### src/hw/icache_pkg.sv
package icache_pkg;

	////////////////////////////////////////////////////////////
	// cache geometry
	////////////////////////////////////////////////////////////

	localparam int num_ways = 4;
	localparam int num_sets = 64;
	localparam int line_words = 4;

	// an address splits into tag [31:10], index [9:4] and byte offset [3:0]
	typedef logic [31:0] addr_t;
	typedef logic [21:0] tag_t;
	typedef logic [5:0] index_t;
	typedef logic [31:0] word_t;
	typedef logic [127:0] line_t;
	typedef logic [3:0] way_mask_t;

	////////////////////////////////////////////////////////////
	// state machines
	////////////////////////////////////////////////////////////

	typedef enum logic [2:0] {
		ctrl_idle,
		ctrl_lookup,
		ctrl_refill,
		ctrl_bypass,
		ctrl_hold
	} ctrl_state_t;

	typedef enum logic [1:0] {
		rf_idle,
		rf_addr,
		rf_data
	} refill_state_t;

	// configuration register map
	localparam addr_t csr_ctrl_off = 32'h0;
	localparam addr_t csr_hit_off = 32'h4;
	localparam addr_t csr_miss_off = 32'h8;

	localparam int ctrl_enable_bit = 0;
	localparam int ctrl_inval_bit = 1;

endpackage

### src/hw/icache_refill.sv
module icache_refill
	import icache_pkg::*;
(
	input logic clk,
	input logic rst,
	input logic refill_start,
	input addr_t refill_addr,
	input logic refill_line_mode,
	output logic refill_done,
	output line_t refill_line,
	output word_t refill_word,
	output addr_t m_araddr,
	output logic m_arvalid,
	input logic m_arready,
	input word_t m_rdata,
	input logic [1:0] m_rresp,
	input logic m_rvalid,
	output logic m_rready
);

	refill_state_t state;
	logic line_mode;
	logic [1:0] beat;
	logic last_beat;

	assign m_arvalid = (state == rf_addr);
	assign m_rready = (state == rf_data);
	assign last_beat = !line_mode || (beat == 2'(line_words - 1));

	always_ff @(posedge clk) begin
		if (rst) begin
			state <= rf_idle;
			refill_done <= 1'b0;
		end else begin
			refill_done <= 1'b0;
			case (state)
				rf_idle: begin
					if (refill_start) begin
						state <= rf_addr;
					end
				end
				rf_addr: begin
					if (m_arready) begin
						state <= rf_data;
					end
				end
				rf_data: begin
					if (m_rvalid) begin
						state <= last_beat ? rf_idle : rf_addr;
						refill_done <= last_beat;
					end
				end
				default: state <= rf_idle;
			endcase
		end
	end

	////////////////////////////////////////////////////////////
	// address sequencing and line assembly
	////////////////////////////////////////////////////////////

	always_ff @(posedge clk) begin
		if (state == rf_idle && refill_start) begin
			line_mode <= refill_line_mode;
			beat <= '0;
			// a line always starts at its base, a single word at its own address
			if (refill_line_mode) begin
				m_araddr <= {refill_addr[31:4], 4'b0000};
			end else begin
				m_araddr <= {refill_addr[31:2], 2'b00};
			end
		end
		if (state == rf_data && m_rvalid) begin
			refill_line[{beat, 5'b00000} +: 32] <= m_rdata;
			refill_word <= m_rdata;
			beat <= beat + 2'd1;
			m_araddr <= m_araddr + 32'd4;
		end
	end

	a_ar_stable: assert property (@(posedge clk) disable iff (rst)
		m_arvalid && !m_arready |=> m_arvalid && $stable(m_araddr));

	// the controller waits for refill_done before it can issue another start
	a_start_idle: assert property (@(posedge clk) disable iff (rst)
		refill_start |-> state == rf_idle);

	a_rresp_okay: assert property (@(posedge clk) disable iff (rst)
		m_rvalid && m_rready |-> m_rresp == 2'b00);

endmodule

### config.mk
export PLATFORM = sky130hd
export DESIGN_NAME = icache_refill
export DESIGN_NICKNAME = d
export VERILOG_FILES = /design/src/hw/icache_pkg.sv /design/src/hw/icache_refill.sv
export SDC_FILE = /design/constraint.sdc
export NUM_CORES = 1
export LEC_CHECK = 0
export ABC_AREA = 1
export BUFFER_PORTS_ARGS = -buffer_cell sky130_fd_sc_hd__clkbuf_2
export CAP_MARGIN = 5
export CORE_MARGIN = 4
export CORE_UTILIZATION = 35
export CTS_BUF_LIST = sky130_fd_sc_hd__clkbuf_8
export DETAILED_ROUTE_END_ITERATION = 6
export PLACE_DENSITY_LB_ADDON = 0.3
export SETUP_SLACK_MARGIN = 0.1
export SLEW_MARGIN = 20
export SYNTH_ARGS = -nofsm -noshare
export SYNTH_HDL_FRONTEND = slang
export SYNTH_SLANG_ARGS = --single-unit
### constraint.sdc
create_clock -name clk -period 4.27 [get_ports clk]
set_input_delay 0.427 -clock clk [delete_from_list [all_inputs] [get_ports clk]]
set_output_delay 0.427 -clock clk [all_outputs]
set_load 0.05 [all_outputs]
==> run metrics <==
largest net degree at the start of global routing=34; Via Count=5713; final estimated routing congestion in global placement=0.821; per-cell routed wire length=16.8 µm; Vias/cell=4.59; CTS resizes=0; CTS clk-pin slew, worst paths=0.13 ns; post-synthesis cell count=678; final setup TNS=0 ns; CTS tree=yes; critical path arrival=2.62 ns; Clock Latency Late Sink=0.46 ns; Antenna Cells=0; Primary FF master, synth=edfxtp_1; fmax=417 MHz; hold buffers post-CTS=0; Final #Nets=1024; fin crit share=56.2%; Post-Synth Adder-Cell Area=0.935%; synthesized area=8030 µm²; CP startpoint kind=register; antenna-violating nets left=0; H-tree depth=4; area of the multi-input gates=1850 µm²; fraction of layout cells with a size suffix above 1=34.9%; Max-Cap Viols=0; status=finished clean; # fillers=2132; Async S/R FF share, synth=0%; Yosys top cell area share=72.2%; Post-Synth XOR/XNOR Area=0.873%; number of flops mapped to enable cells by yosys=193; Placed Cells=1211; worst path cell trace=inv_1, ha_1, inv_1, nor2_1, nand2_1, buf_4, nor2_1; post-synthesis sequential area ratio=72.9%; Slew HR=28.8%; simple-gate share of the synthesized area=19.6%; Hold WC Path Type=input pin to register; mux contribution to synthesized area=0%; DPL Wire Length=14700 µm; Layout area overhead=26.5%; slowest cell delay on critical path=0.70 ns; final setup fails=0; Tmin final=2.40 ns; final WL=20900 µm; Slew Viols, Final=0; Post-route DRC=0; VDD IR-drop max=177 µV; vias in the first global route=5732; clock sink count=196; cell leakage power=4.40 nW; combinational fraction of design power=11.3%; Die H=159 µm; initial antenna violation count=0; Synth warnings=0; Largest delay share family, worst path=simple AND/OR/NAND/NOR gates; main area contributors after synthesis=edfxtp_1 72%, nor2_1 7.8%, nand2_1 5.9%, inv_1 3.2%, nand3_1 2.2%; initial DRC count=304; Tightest Pin Transition=1.07 ns; Non-Filler Instances=1244; Die ar.=25400 µm²; Crit Path Class=register to register; CTS buffer count=17; Crit Path Max Fanout=22; Req. time, crit path=4.49 ns; Net Switching=1.19 mW; io pins=267; Yosys cell types=30; first drt pass iteration count=4; Mapped Avg Cell Area=11.8 µm²; Cell Pwr Density=388 nW/µm²; Die W=159 µm; count of state elements after synthesis=196; CP bufs+invs=3; crit path capture type=register; synth cell count leaders=193 x edfxtp_1, 167 x nor2_1, 127 x nand2_1; largest family of logic cells by synthesized area=simple AND/OR/NAND/NOR gates; quantity of I/O buffers inserted on ports=260; switch share=30.2%; compound-cell area share of the yosys netlist=1.09%; P_int=2.75 mW; RSZ-0062 raised after global routing=no; CTS root buf=clkbuf_8; sequential share of power=56.0%; Reg area=5860 µm²; postcts setup bufs=0; CTS Buffer Depth=2; count leader, synth=edfxtp_1; Site Rows=55; global-route wire length before repair=32700 µm; grt ovf=0; area of the core=22600 µm²; Clock Skew=0.0184 ns; Starting Density=35.6%; Clock Power Share=32.6%; Slowest cell on crit path=nand2_1; Fin. Hold Viols=0; GRT Total Usage=16.5%; area leader, netlist=edfxtp_1
## cell families after synthesis
kind of cell / count (synthesis)
adder cells (fa/ha/maj): 6
XOR/XNOR: 8
flip-flops: 196
AND/OR/NAND/NOR: 360
AO/OA/AOI/OAI: 16
buffers and inverters: 91
other: 1
## through the flow
step | hold slack, ns | util, % | worst slack, ns | cell area [µm²] | total power [mW]
6_report | 0.145 | 45.0 | 1.87 | 10200 | 3.95
5_1_grt | 0.0930 | 45.0 | 1.63 | 10200 | 4.11
4_1_cts | 0.108 | 44.9 | 1.78 | 10100 | 3.99
3_5_place_dp | 0.606 | 42.9 | 1.79 | 9680 | 2.71
3_3_place_gp | 0.591 | 42.9 | 1.84 | 9680 | 2.70
2_1_floorplan | 0.496 | - | 1.05 | 8030 | 2.56
## routing by layer
layer	up-vias	track usage (%)	part of all wire (%)
li1	2754	-	-
met1	2669	20.3	42
met2	258	27.8	48
met3	32	4.50	7.5
met4	0	5.96	2.8
met5	-	0	0
## cells in the final DEF, fill, tap and decap left out, types with 5 or more instances in the layout
cell type | Yosys | layout
nor2_1 | 167 | 163
nand3_1 | 36 | 36
nor2_4 | 10 | 14
xor2_1 | 5 | 5
o21ai_0 | 11 | 10
nand2_1 | 127 | 126
clkinv_8 | 0 | 6
buf_4 | 3 | 8
clkbuf_8 | 1 | 17
ha_1 | 6 | 6
clkbuf_2 | 0 | 260
inv_1 | 68 | 67
nand2_2 | 6 | 7
edfxtp_1 | 193 | 193
## sequential cells by signal, indices dropped and copies added (netlist names)
register     count
beat             2
refill_word     32
line_mode        1
state            2
refill_done      1
refill_line    128
m_araddr        30
## path summary, 6_finish.rpt
path	startpoint	end	slack, ns	cells past startpoint
hold / removal	m_rdata[30]	refill_word[30]	0.14	1
setup / recovery	beat[0]	refill_line[79]	1.87	7
setup reg to reg	beat[0]	refill_line[79]	1.87	7
hold reg to reg	line_mode	refill_done	0.62	3
## power groups by stage
stage                     clock network [mW]  logic [mW]  registers (mW)
after global routing                    1.40       0.491            2.22
final                                   1.29       0.448            2.21
after global placement                     0       0.447            2.25
after CTS                               1.32       0.455            2.21
after detailed placement                   0       0.453            2.26
after floorplan                            0       0.182            2.38
## final cells by class
class | count | area share (%)
repair buffers | 269 | 13.7
inverters | 70 | 2.59
clock inverters | 15 | 2.11
multi-input cells | 392 | 18.2
well taps | 285 | 3.51
clock buffers | 17 | 2.30
flip-flops and latches | 196 | 57.6
No activity file was read; power rests on OpenSTA's default activity.
