`src/hw/icache_pkg.sv`:
```
package icache_pkg;

	////////////////////////////////////////////////////////////
	// cache geometry
	////////////////////////////////////////////////////////////

	localparam int num_ways = 4;
	localparam int num_sets = 64;
	localparam int line_words = 4;

	// an address splits into tag [31:10], index [9:4] and byte offset [3:0]
	typedef logic [31:0] addr_t;
	typedef logic [21:0] tag_t;
	typedef logic [5:0] index_t;
	typedef logic [31:0] word_t;
	typedef logic [127:0] line_t;
	typedef logic [3:0] way_mask_t;

	////////////////////////////////////////////////////////////
	// state machines
	////////////////////////////////////////////////////////////

	typedef enum logic [2:0] {
		ctrl_idle,
		ctrl_lookup,
		ctrl_refill,
		ctrl_bypass,
		ctrl_hold
	} ctrl_state_t;

	typedef enum logic [1:0] {
		rf_idle,
		rf_addr,
		rf_data
	} refill_state_t;

	// configuration register map
	localparam addr_t csr_ctrl_off = 32'h0;
	localparam addr_t csr_hit_off = 32'h4;
	localparam addr_t csr_miss_off = 32'h8;

	localparam int ctrl_enable_bit = 0;
	localparam int ctrl_inval_bit = 1;

endpackage

```
`src/hw/icache_ctrl.sv`:
```
module icache_ctrl
	import icache_pkg::*;
(
	input logic clk,
	input logic rst,
	input logic fetch_valid,
	input addr_t fetch_addr,
	output logic fetch_ready,
	output logic rsp_valid,
	output word_t rsp_inst,
	input logic rsp_ready,
	input logic cache_enable,
	output index_t lookup_index,
	output tag_t lookup_tag,
	input way_mask_t way_hit,
	input way_mask_t victim,
	output logic alloc,
	output way_mask_t sram_en,
	output logic sram_we,
	input line_t sram_rdata0,
	input line_t sram_rdata1,
	input line_t sram_rdata2,
	input line_t sram_rdata3,
	output logic refill_start,
	output addr_t refill_addr,
	output logic refill_line_mode,
	input logic refill_done,
	input line_t refill_line,
	input word_t refill_word,
	output logic hit_event,
	output logic miss_event
);

	ctrl_state_t state, state_next;
	logic live;
	addr_t req_addr;
	way_mask_t hit_way;
	logic req_bypass;
	logic rsp_free;
	logic accept;
	logic is_hit;
	logic load_rsp;
	addr_t lookup_addr;
	line_t line_sel;
	word_t result_word;

	// the response slot frees up on the same edge it is consumed
	assign rsp_free = !rsp_valid || rsp_ready;
	assign fetch_ready = live && rsp_free && (state == ctrl_idle || state == ctrl_lookup);
	assign accept = fetch_valid && fetch_ready;
	assign is_hit = cache_enable && (way_hit != '0);

	// during a refill the tag array must see the missing address for the fill
	assign lookup_addr = (state == ctrl_refill) ? req_addr : fetch_addr;
	assign lookup_index = lookup_addr[9:4];
	assign lookup_tag = lookup_addr[31:10];

	assign hit_event = accept && is_hit;
	assign miss_event = accept && cache_enable && !is_hit;
	assign refill_start = accept && !is_hit;
	assign refill_addr = fetch_addr;
	assign refill_line_mode = cache_enable;

	always_comb begin
		sram_en = '0;
		sram_we = 1'b0;
		alloc = 1'b0;
		if (accept && cache_enable) begin
			sram_en = way_hit;
		end
		if (state == ctrl_refill && refill_done) begin
			sram_en = victim;
			sram_we = 1'b1;
			alloc = 1'b1;
		end
	end

	////////////////////////////////////////////////////////////
	// word select
	////////////////////////////////////////////////////////////

	// a miss has no hit way, so it falls through to the refill line
	always_comb begin
		case (hit_way)
			4'b0001: line_sel = sram_rdata0;
			4'b0010: line_sel = sram_rdata1;
			4'b0100: line_sel = sram_rdata2;
			4'b1000: line_sel = sram_rdata3;
			default: line_sel = refill_line;
		endcase
	end

	assign result_word = req_bypass ? refill_word : line_sel[{req_addr[3:2], 5'b00000} +: 32];
	assign load_rsp = rsp_free && (state == ctrl_lookup || state == ctrl_hold ||
		((state == ctrl_refill || state == ctrl_bypass) && refill_done));

	always_comb begin
		state_next = state;
		case (state)
			ctrl_idle, ctrl_lookup: begin
				if (accept) begin
					if (!cache_enable) begin
						state_next = ctrl_bypass;
					end else if (is_hit) begin
						state_next = ctrl_lookup;
					end else begin
						state_next = ctrl_refill;
					end
				end else if (rsp_free) begin
					state_next = ctrl_idle;
				end
			end
			ctrl_refill, ctrl_bypass: begin
				if (refill_done) begin
					state_next = rsp_free ? ctrl_idle : ctrl_hold;
				end
			end
			ctrl_hold: begin
				if (rsp_free) begin
					state_next = ctrl_idle;
				end
			end
			default: state_next = ctrl_idle;
		endcase
	end

	always_ff @(posedge clk) begin
		if (rst) begin
			state <= ctrl_idle;
			live <= 1'b0;
			rsp_valid <= 1'b0;
		end else begin
			state <= state_next;
			live <= 1'b1;
			if (load_rsp) begin
				rsp_valid <= 1'b1;
			end else if (rsp_ready) begin
				rsp_valid <= 1'b0;
			end
		end
	end

	always_ff @(posedge clk) begin
		if (accept) begin
			req_addr <= fetch_addr;
			hit_way <= cache_enable ? way_hit : '0;
			req_bypass <= !cache_enable;
		end
		if (load_rsp) begin
			rsp_inst <= result_word;
		end
	end

	a_rsp_hold: assert property (@(posedge clk) disable iff (rst)
		rsp_valid && !rsp_ready |=> rsp_valid && $stable(rsp_inst));

endmodule

```
`config.mk`:
```
export PLATFORM = sky130hd
export DESIGN_NAME = icache_ctrl
export DESIGN_NICKNAME = d
export VERILOG_FILES = /design/src/hw/icache_pkg.sv /design/src/hw/icache_ctrl.sv
export SDC_FILE = /design/constraint.sdc
export NUM_CORES = 1
export LEC_CHECK = 0
export ABC_AREA = 1
export BUFFER_PORTS_ARGS = -buffer_cell sky130_fd_sc_hd__clkbuf_2
export CELL_PAD_IN_SITES_DETAIL_PLACEMENT = 1
export CELL_PAD_IN_SITES_GLOBAL_PLACEMENT = 1
export CORE_AREA = 2 2 317 319
export DETAILED_ROUTE_END_ITERATION = 10
export DIE_AREA = 0 0 319 321
export PLACE_DENSITY = 0.44
export REMOVE_ABC_BUFFERS = 1
export SETUP_SLACK_MARGIN = 0.1
export SYNTH_ARGS = -nofsm -noshare
export SYNTH_HDL_FRONTEND = slang
export SYNTH_SLANG_ARGS = --single-unit
```
`constraint.sdc`:
```
create_clock -name clk -period 4.8 [get_ports clk]
set_input_delay 0.48 -clock clk [delete_from_list [all_inputs] [get_ports clk]]
set_output_delay 0.48 -clock clk [all_outputs]
set_load 0.02 [all_outputs]
```
==> metrics.md <==
| Metric | Value |
|---|---|
| Most frequent cells in the layout | `clkbuf_2 (817), nand2_1 (752), nand3_1 (637)` |
| Die Span Y | `between 300 and 400 um` |
| Layout Area Growth over Synthesis | `54.72%` |
| Total clock buffers created by CTS | `9` |
| DRC viols | `0` |
| Flop-to-flop setup slack | `2.18 ns` |
| ANT nets after route | `0` |
| Worst-Margin Slew | `1.211 ns` |
| Routed via count | `14950` |
| Pre-CTS WS | `2.081 ns` |
| Syn Area/Cell | `about 5.4 sq um` |
| Register-to-Register Path Depth | `7` |
| Max layer used | `met5` |
| Drt total wl | `76710 um` |
| WP data arrival | `2.50 ns` |
| Cts hold-fix bufs | `0` |
| Port-buffer cells | `slightly above 800` |
| First-pass GRT wire length | `around 110000 um` |
| Fraction of layout cells with a size suffix above 1 | `35.06%` |
| Htree depth | `3` |
| FFs w/ async S/R, synth | `0%` |
| Detailed Place HPWL | `60020 um` |
| Drt first-iter violations | `633` |
| Max_slew headroom | `19.06%` |
| Leak | `around 8.6 nW` |
| Synth Register Bits | `72` |
| Reg2reg end | `rsp_inst[9]` |
| Most common cell after layout, fill and taps aside | `clkbuf_2` |
| Post-Syn Area | `0.009901 sq mm` |
| CP endpoint kind | `output pin` |
| CP required | `roughly 4.3 ns` |
| Post-DR vias/cell | `about 4` |
| CP Class | `reg2out` |
| Crit. Startpoint | `state[1]` |
| I/O pin count | `between 800 and 900` |
| Status | `completed` |
| CTS tree | `yes` |
| Clk pin slew, worst setup/hold paths | `0.09 ns` |
| Total grt overflow | `0` |
| Worst-path fanout max | `29` |
| Vias in the first global route | `about 16000` |
| Final Hold Viols | `0` |
| Initial Util | `9.973%` |
| Max Clk Rate | `335.0 MHz` |
| Wire length per cell | `20.08 um` |
| Worst hold path type | `in2reg` |
| Fin crit share | `between 60% and 70%` |
| Sequential-to-total area share from yosys stat | `21.33%` |
| Final RePlAce weighted congestion | `0.7869` |
| Nets | `3226` |
| Core Rows | `116` |
| Type of origin of the critical path | `register` |
| Total setup buffers inserted after CTS | `0` |
| Drt pass-1 iters | `4` |
| Final core area utilization | `15.43%` |
| Most frequent CP cell | `inv_1` |
| CP endpoint | `sram_en[2]` |
| Maxcap violations | `0` |
| Power Dens Cells | `~170 mW/mm^2` |
| Setup ws final | `1.815 ns` |
| Crit path cell chain | `inv_1 > nor2_1 > inv_1 > nor2_2 > buf_4 > inv_1 > buf_4 > nor2_1 > nand2_1 > o21ai_0 > clkbuf_2` |
| Worst path bufs/invs | `6` |
| Distinct cells, synth | `19` |
| Cell family with most CP delay | `buffers and inverters` |
| Max IR drop VDD | `0.1370 mV` |
| CTS sink cnt | `72` |
| DR WL met2 | `37420 um` |
| Clk root buf | `clkbuf_16` |
| RSZ-0062 raised after global routing | `no` |
| Largest net degree at the start of global routing | `122` |
| Initial antenna violation count | `16` |
| Crit path time final | `between 2 and 3 ns` |
| Crit-path slowest cell | `nor2_1` |
| Die X | `between 300 and 400 um` |
| DIE AREA | `0.1024 sq mm` |
| # setup viols final | `0` |
| Detail Route met3 WL | `5032 um` |
| GR Util All Layers | `14.48%` |
| Final Max Slew Viols | `0` |
| Clock Path Buffers | `2` |
| Worst path max stage delay | `0.37 ns` |
| CTS-repair resized insts | `0` |
| Wl on met1 | `around 33000 um` |
| Post-synth EDFFs | `67` |
| Clock Latency Late Sink | `0.38 ns` |
| Post-synth top flop | `edfxtp_1` |
| Skew final | `approximately 0.022 ns` |
| Synthesis Warnings | `0` |
| R2r startpoint | `state[1]` |
| Levels on crit path | `11` |
| Core box area | `around 0.099 sq mm` |
| Cells after Synth | `1838` |
## synth_stat cells (all sizes together) (3+ instances only)
cell      n  share of area [%]
nand2   752                 29
nand3   637                 32
buf     177                 10
nor2    149                5.7
edfxtp   67                 20
inv      22               0.83
clkbuf   16               0.61
dfxtp     5                1.0
o21ai     5               0.25
a21oi     3               0.15
## worst min-delay path by stage
stage                              start      endpoint  slack, ns  cells past startpoint
after floorplan                 state[0]      state[0]       0.48                      2
after global placement          state[0]      state[0]       0.54                      2
after detailed placement        state[0]      state[0]       0.55                      2
after CTS                  fetch_addr[4]   req_addr[4]       0.28                      1
after global routing      fetch_addr[21]  req_addr[21]       0.29                      1
final                     fetch_addr[15]  req_addr[15]       0.31                      1
## worst reg2reg max path, cell delays in order (launching register included)
cell     delay [ns]
dfxtp_1        0.34
inv_1          0.08
nor2_1         0.13
inv_1          0.09
o22ai_1        0.20
inv_1          0.12
nor2_4         0.90
buf_4          0.43
## sequential cells by signal, indices dropped and copies added (netlist names)
signal and cells:
hit_way 4, live 1, req_addr 30, req_bypass 1, rsp_inst 32, rsp_valid 1
state 3
## layer usage
metal / global-route usage, % / vias up
li1: - / 7393
met4: 3.616 / 8
met3: 3.715 / 58
met2: 25.17 / 517
met5: 0 / -
met1: 17.71 / 6974
## final cells by class
class,instances,area (sq um)
Antenna cell,10,25.02
Clock buffer,9,225.2
Clock inverter,7,66.31
Fill cell,12720,83960
Inverter,22,85.08
Multi-Input combinational cell,1551,6704
Sequential cell,72,2112
Tap cell,1298,1624
Timing Repair Buffer,852,4477
## power by group
part	switching, mW	leakage, nW	internal [mW]
clock	0.393	0.135	0.363
sequential	0.0135	0.664	0.730
combinational	0.701	7.77	0.415
total	1.11	8.56	1.51
## metrics by stage
step	cells	total power [mW]	setup TNS, ns	hold WS [ns]	area [sq um]
2_1_floorplan	1645	1.235	-82.67	0.4760	8841
3_3_place_gp	3795	1.903	0	0.5413	15000
3_5_place_dp	3795	1.907	0	0.5516	15000
4_1_cts	3811	2.714	0	0.2829	15290
5_1_grt	3820	2.825	0	0.2942	15320
6_report	3821	2.615	0	0.3123	15320
## cells by family after synthesis
| family | after synthesis | share of synthesized area (%) |
|---|---|---|
| and+or+nand+nor | 1541 | 66.59 |
| DFF | 72 | 21.33 |
| AOI/OAI and AO/OA | 10 | 0.5434 |
| buffers and inverters | 215 | 11.54 |
Power figures use the tool's default switching activity.
