===== config.mk =====
export PLATFORM = sky130hd
export DESIGN_NAME = icache_csr
export DESIGN_NICKNAME = d
export VERILOG_FILES = /design/src/hw/icache_pkg.sv /design/src/hw/icache_csr.sv
export SDC_FILE = /design/constraint.sdc
export NUM_CORES = 1
export LEC_CHECK = 0
export ABC_AREA = 1
export ABC_CLOCK_PERIOD_IN_PS = 2400
export CORE_MARGIN = 10
export CORE_UTILIZATION = 55
export CTS_CLUSTER_SIZE = 30
export DETAILED_ROUTE_END_ITERATION = 16
export DONT_BUFFER_PORTS = 1
export PLACE_DENSITY = 0.68
export SYNTH_ARGS = -nofsm -noshare
export SYNTH_HDL_FRONTEND = slang
export SYNTH_SLANG_ARGS = --single-unit
export TNS_END_PERCENT = 30

===== constraint.sdc =====
create_clock -name clk -period 2.4 [get_ports clk]
set_clock_uncertainty 0.15 [all_clocks]
set_input_delay 0.48 -clock clk [delete_from_list [all_inputs] [get_ports clk]]
set_output_delay 0.48 -clock clk [all_outputs]
set_load 0.02 [all_outputs]

===== src/hw/icache_pkg.sv =====
package icache_pkg;

	////////////////////////////////////////////////////////////
	// cache geometry
	////////////////////////////////////////////////////////////

	localparam int num_ways = 4;
	localparam int num_sets = 64;
	localparam int line_words = 4;

	// an address splits into tag [31:10], index [9:4] and byte offset [3:0]
	typedef logic [31:0] addr_t;
	typedef logic [21:0] tag_t;
	typedef logic [5:0] index_t;
	typedef logic [31:0] word_t;
	typedef logic [127:0] line_t;
	typedef logic [3:0] way_mask_t;

	////////////////////////////////////////////////////////////
	// state machines
	////////////////////////////////////////////////////////////

	typedef enum logic [2:0] {
		ctrl_idle,
		ctrl_lookup,
		ctrl_refill,
		ctrl_bypass,
		ctrl_hold
	} ctrl_state_t;

	typedef enum logic [1:0] {
		rf_idle,
		rf_addr,
		rf_data
	} refill_state_t;

	// configuration register map
	localparam addr_t csr_ctrl_off = 32'h0;
	localparam addr_t csr_hit_off = 32'h4;
	localparam addr_t csr_miss_off = 32'h8;

	localparam int ctrl_enable_bit = 0;
	localparam int ctrl_inval_bit = 1;

endpackage


===== src/hw/icache_csr.sv =====
module icache_csr
	import icache_pkg::*;
(
	input logic clk,
	input logic rst,
	input addr_t s_awaddr,
	input logic s_awvalid,
	output logic s_awready,
	input word_t s_wdata,
	input logic [3:0] s_wstrb,
	input logic s_wvalid,
	output logic s_wready,
	output logic [1:0] s_bresp,
	output logic s_bvalid,
	input logic s_bready,
	input addr_t s_araddr,
	input logic s_arvalid,
	output logic s_arready,
	output word_t s_rdata,
	output logic [1:0] s_rresp,
	output logic s_rvalid,
	input logic s_rready,
	output logic cache_enable,
	output logic inval_pulse,
	input logic hit_event,
	input logic miss_event
);

	logic wr_fire;
	logic rd_fire;
	logic ctrl_wr;
	word_t hit_count;
	word_t miss_count;
	word_t rd_value;

	assign s_bresp = 2'b00;
	assign s_rresp = 2'b00;

	assign wr_fire = s_awvalid && s_awready && s_wvalid && s_wready;
	assign rd_fire = s_arvalid && s_arready;
	assign ctrl_wr = wr_fire && s_wstrb[0] && (s_awaddr == csr_ctrl_off);

	////////////////////////////////////////////////////////////
	// bus handshakes
	////////////////////////////////////////////////////////////

	always_ff @(posedge clk) begin
		if (rst) begin
			s_awready <= 1'b0;
			s_wready <= 1'b0;
			s_bvalid <= 1'b0;
			s_arready <= 1'b0;
			s_rvalid <= 1'b0;
		end else begin
			// both ready lines rise together once address and data are present
			s_awready <= s_awvalid && s_wvalid && !s_awready && !s_bvalid;
			s_wready <= s_awvalid && s_wvalid && !s_awready && !s_bvalid;
			if (wr_fire) begin
				s_bvalid <= 1'b1;
			end else if (s_bready) begin
				s_bvalid <= 1'b0;
			end
			s_arready <= s_arvalid && !s_arready && !s_rvalid;
			if (rd_fire) begin
				s_rvalid <= 1'b1;
			end else if (s_rready) begin
				s_rvalid <= 1'b0;
			end
		end
	end

	always_comb begin
		rd_value = '0;
		if (s_araddr == csr_ctrl_off) begin
			rd_value[ctrl_enable_bit] = cache_enable;
		end else if (s_araddr == csr_hit_off) begin
			rd_value = hit_count;
		end else if (s_araddr == csr_miss_off) begin
			rd_value = miss_count;
		end
	end

	always_ff @(posedge clk) begin
		if (rd_fire) begin
			s_rdata <= rd_value;
		end
	end

	////////////////////////////////////////////////////////////
	// registers
	////////////////////////////////////////////////////////////

	always_ff @(posedge clk) begin
		if (rst) begin
			cache_enable <= 1'b1;
			inval_pulse <= 1'b0;
			hit_count <= '0;
			miss_count <= '0;
		end else begin
			// the invalidate bit never stores, it only fires for one cycle
			inval_pulse <= ctrl_wr && s_wdata[ctrl_inval_bit];
			if (ctrl_wr) begin
				cache_enable <= s_wdata[ctrl_enable_bit];
			end
			if (wr_fire && (s_wstrb != '0) && (s_awaddr == csr_hit_off)) begin
				hit_count <= '0;
			end else if (hit_event && cache_enable) begin
				hit_count <= hit_count + 32'd1;
			end
			if (wr_fire && (s_wstrb != '0) && (s_awaddr == csr_miss_off)) begin
				miss_count <= '0;
			end else if (miss_event && cache_enable) begin
				miss_count <= miss_count + 32'd1;
			end
		end
	end

endmodule


==> flow_results.org <==
** Clock network
- The number of setup buffers added after CTS is 0.
- Root buffer cell :: sky130_fd_sc_hd__clkbuf_8
- The longest clock path from root to sink contains 2 buffers.
- In this run, CTS created clock tree buffers numbering 9.
- Worst-skew pair later-pin latency :: roughly 0.37 ns
- TritonCTS built the clock tree.
- H-tree levels :: 3
- Counting every sink on the clock net gives between 100 and 150.
- After clock tree synthesis, the clock-pin slew on the worst setup and hold paths is around 0.090 ns.
- Hold buffer count at CTS :: 0
- Post-CTS Resized :: 0

** Synthesis
- Top flip-flop cell by instance count after synthesis :: sky130_fd_sc_hd__dfxtp_1
- Leading post-synthesis cells by cell area :: sky130_fd_sc_hd__dfxtp_1, sky130_fd_sc_hd__edfxtp_1, sky130_fd_sc_hd__nand2_1
- Synthesis handed over a netlist of between 700 and 800 instances.
- In this run the mean area of a mapped cell was 7.14 µm².
- Post-Synthesis Cell Area :: 5500 µm²
- Dominant cell type by area after synthesis :: sky130_fd_sc_hd__dfxtp_1
- Flops & latches, synth :: approximately 100
- The Yosys step of the flow raised 0 warnings.
- In the synthesized netlist the async set-or-reset flop fraction comes to 0%.
- Sequential elements use 42.9% of the synthesized area.
- Yosys cell types :: 29
- The synthesized design contains 32 enable-type register cells.
- Area share of the largest cell type after synthesis :: between 20% and 30%

** Placement
- Half-perimeter wire length after placement :: about 12000 µm
- Summing all placed instances gives a cell area of roughly 5600 µm².
- Routability congestion estimate :: around 0.9
- Once placement completed, the tool counted placed cells totaling 899.
- Input and output buffers added on the ports amount to 0.

** Timing
- For this run, the top clock speed supported by timing is about 0.52 GHz.
- The worst pin sits at a relative slew slack of between 50% and 60%.
- The worst path needs about 1.9 ns of the cycle, external delays included.
- Summed over all failing endpoints, the final setup total negative slack is 0 ns.
- The final-report hold violation count came to 0.
- At the pin with the least slew margin, the transition time is a little over 0.6 ns.
- Dividing the final minimum period by the clock period gives ~80%.
- Setup repair after global routing missed its margin :: no
- Setup violation total in the final timing report :: 0
- Final count of pins violating max slew :: 0

** Detailed routing
- Summed over all layers, the routed wires come to around 14000 µm.
- Once detail routing completed, the nets flagged for antenna violations numbered 0.
- After the first detailed-routing iteration, the DRC count stood at 514.
- Across all layers, the routed design uses 4876 vias.
- Detailed-route wire length per cell :: ~16 µm
- The first detailed-routing pass ran for 5 iterations.
- In the routed layout, each cell is associated on average with a via count of 5.33.
- DRC :: 0

** Setup path
- The number of buffers and inverters on the critical path is 0.
- The setup path with the least slack is of type reg -> reg.
- On the worst path, the slowest cell contributes a delay of between 0.4 and 0.5 ns.
- Cell Chain, Critical Path :: ha_1, nand2_1, nor2_1, nand2_2, nor2_4, nand3_1, o21bai_1, nand2_1, nor2_1
- Cell family with the largest share of critical-path delay :: simple AND/OR/NAND/NOR gates
- Standard cell with the maximum stage delay on the critical path :: sky130_fd_sc_hd__dfxtp_1
- STA classifies the critical path endpoint as a register.
- Data on the critical path is required at its endpoint by 2.55 ns.
- Arrival time of the worst setup path :: 2.07 ns
- Crit start category :: register
- Along the worst path, the maximum fanout reaches 5.

** Final layout
- Number of fill cells in the layout :: 962
- Synthesis-to-layout area growth :: 6.60%
- Cells with a size suffix above 1 make up between 5 and 6% of the layout.
- The count of cells in the finished layout, fillers not included, comes to 915.
- Commonest non-fill, non-tap cell in the layout :: sky130_fd_sc_hd__nand2_1
- In the layout the commonest cells are sky130_fd_sc_hd__nand2_1, sky130_fd_sc_hd__nor2_1, sky130_fd_sc_hd__inv_1, sky130_fd_sc_hd__nand3_1, sky130_fd_sc_hd__dfxtp_1.
- With fillers left out, the area of the finished cells amounts to 5860 µm².
- Post-route core utilization :: around three fifths
- Antenna cells :: 0
- For this run, the post-layout net count is a little under 900.

** Outcome
- The flow ran to the end, and the final reports show no timing, DRC or antenna violations.

** GRT
- Global routing used about a fifth of the available tracks.
- Global-route wire length before repair :: between 20000 and 25000 µm
- The number of global-route vias before repair came to roughly 4700.
- For this run the aggregate overflow at the end of global routing stands at 0.
- Met2 usage :: 35.5%
- Met1 track utilization from global routing :: roughly a quarter
- Entering global routing, the biggest net connects 33 pins.
- The number of antenna violations at the first check in global routing came to 0.
- GRT Max-Usage Layer :: met2
- Global routing used between 3 and 4% of the available met3 tracks.

** Hold path
- Worst hold path type :: in -> reg

** Power and ir drop
- The design draws 0.00310 W.
- The analysis attributes to cell leakage a power of 2.20 nW.
- Power spread over the standard cell area amounts to about 530 nW/µm².
- Max VDD drop :: 0.312 mV

** Floorplan
- The region available for standard cell placement spans ~9800 µm².
- From left edge to right edge, the die measures between 100 and 150 µm.
- Initial Utilization :: 56.3%
- Top Ports :: between 150 and 200
- Chip height :: between 100 and 150 µm
- The initialized floorplan defines 36 standard-cell rows.
- The floorplan step defined a die boundary enclosing 14400 µm².

** Run
- Across the run, the number of max-cap violations was 0.
power breakdown:
group / switching [W] / leakage (nW) / internal [W]
registers: 0.0000271 / 0.887 / 0.00179
logic: 0.0000773 / 1.21 / 0.0000324
clock network: 0.000558 / 0.104 / 0.000618
layer usage:
layer / wire [µm] / up-vias
met3: 651 / 18
met5: 0 / -
li1: - / 2483
met1: 6060 / 2269
met4: 218 / 0
met2: 7550 / 106
cells by family (layout without fill, tap and decap cells):
| logic type | after synthesis | count (layout) | share of synthesized area (%) |
|---|---|---|---|
| AND/OR/NAND/NOR | 456 | 456 | 36.6 |
| buffers and inverters | 122 | 130 | 9.10 |
| flip-flops | 102 | 102 | 42.9 |
| AO/OA/AOI/OAI | 52 | 52 | 5.09 |
| XOR/XNOR | 36 | 36 | 5.73 |
| adder cells (fa/ha/maj) | 2 | 2 | 0.455 |
| other | 1 | 4 | 0.0682 |
synthesized netlist by cell type (2+ instances only):
master and count:
sky130_fd_sc_hd__nand3b_1 5, sky130_fd_sc_hd__nand3_1 87, sky130_fd_sc_hd__nand2_2 4, sky130_fd_sc_hd__ha_1 2, sky130_fd_sc_hd__xnor2_1 5, sky130_fd_sc_hd__nor2_1 151, sky130_fd_sc_hd__nand2_1 155, sky130_fd_sc_hd__and2_1 2
sky130_fd_sc_hd__o21bai_1 2, sky130_fd_sc_hd__o21ai_0 11, sky130_fd_sc_hd__nor3_1 8, sky130_fd_sc_hd__a21oi_1 27, sky130_fd_sc_hd__dfxtp_1 70, sky130_fd_sc_hd__edfxtp_1 32, sky130_fd_sc_hd__o22ai_1 12, sky130_fd_sc_hd__buf_4 8
sky130_fd_sc_hd__buf_2 10, sky130_fd_sc_hd__nor2_2 9, sky130_fd_sc_hd__nand4_1 25, sky130_fd_sc_hd__nor2_4 6, sky130_fd_sc_hd__xor2_1 31, sky130_fd_sc_hd__and3_1 2, sky130_fd_sc_hd__inv_1 101
state kept, by name, indices dropped and copies added (netlist names):
signal / count
hit_count: 32
s_rvalid: 1
cache_enable: 1
miss_count: 32
s_rdata: 32
s_wready: 1
s_bvalid: 1
inval_pulse: 1
s_arready: 1
per-stage QoR:
step                hold slack [ns]  worst slack [ns]
floorplan                     0.315             0.655
global placement              0.332             0.354
global route               0.000951             0.271
finish                       0.0251             0.488
CTS                          0.0111             0.472
detailed placement            0.350             0.254
cell type report:
class                   count  area, µm²  share of cell area, %
repair buffers             11       82.6                   1.41
well taps                 133        166                   2.84
clock buffers              13        149                   2.54
inverters                 103        387                   6.59
clock inverters             3       67.6                   1.15
flip-flops and latches    102       2360                   40.3
multi-input cells         550       2650                   45.2
worst register-to-register path, delay by kind of cell, from the launching register on:
family	cells	cell delay, ns
flops	1	0.44
compound gates	1	0.15
simple gates	7	0.86
fa+ha+maj	1	0.26
worst paths after layout:
check / from / endpoint / slack [ns] / depth (start not counted)
max reg2reg: hit_count[1]$_SDFFE_PP0P_ / hit_count[26]$_SDFFE_PP0P_ / 0.49 / 9
max: hit_count[1]$_SDFFE_PP0P_ / hit_count[26]$_SDFFE_PP0P_ / 0.49 / 9
min: rst / s_rvalid$_SDFFE_PP0P_ / 0.03 / 1
min reg2reg: miss_count[24]$_SDFFE_PP0P_ / miss_count[24]$_SDFFE_PP0P_ / 0.36 / 2
No activity file was read; power rests on OpenSTA's default activity.
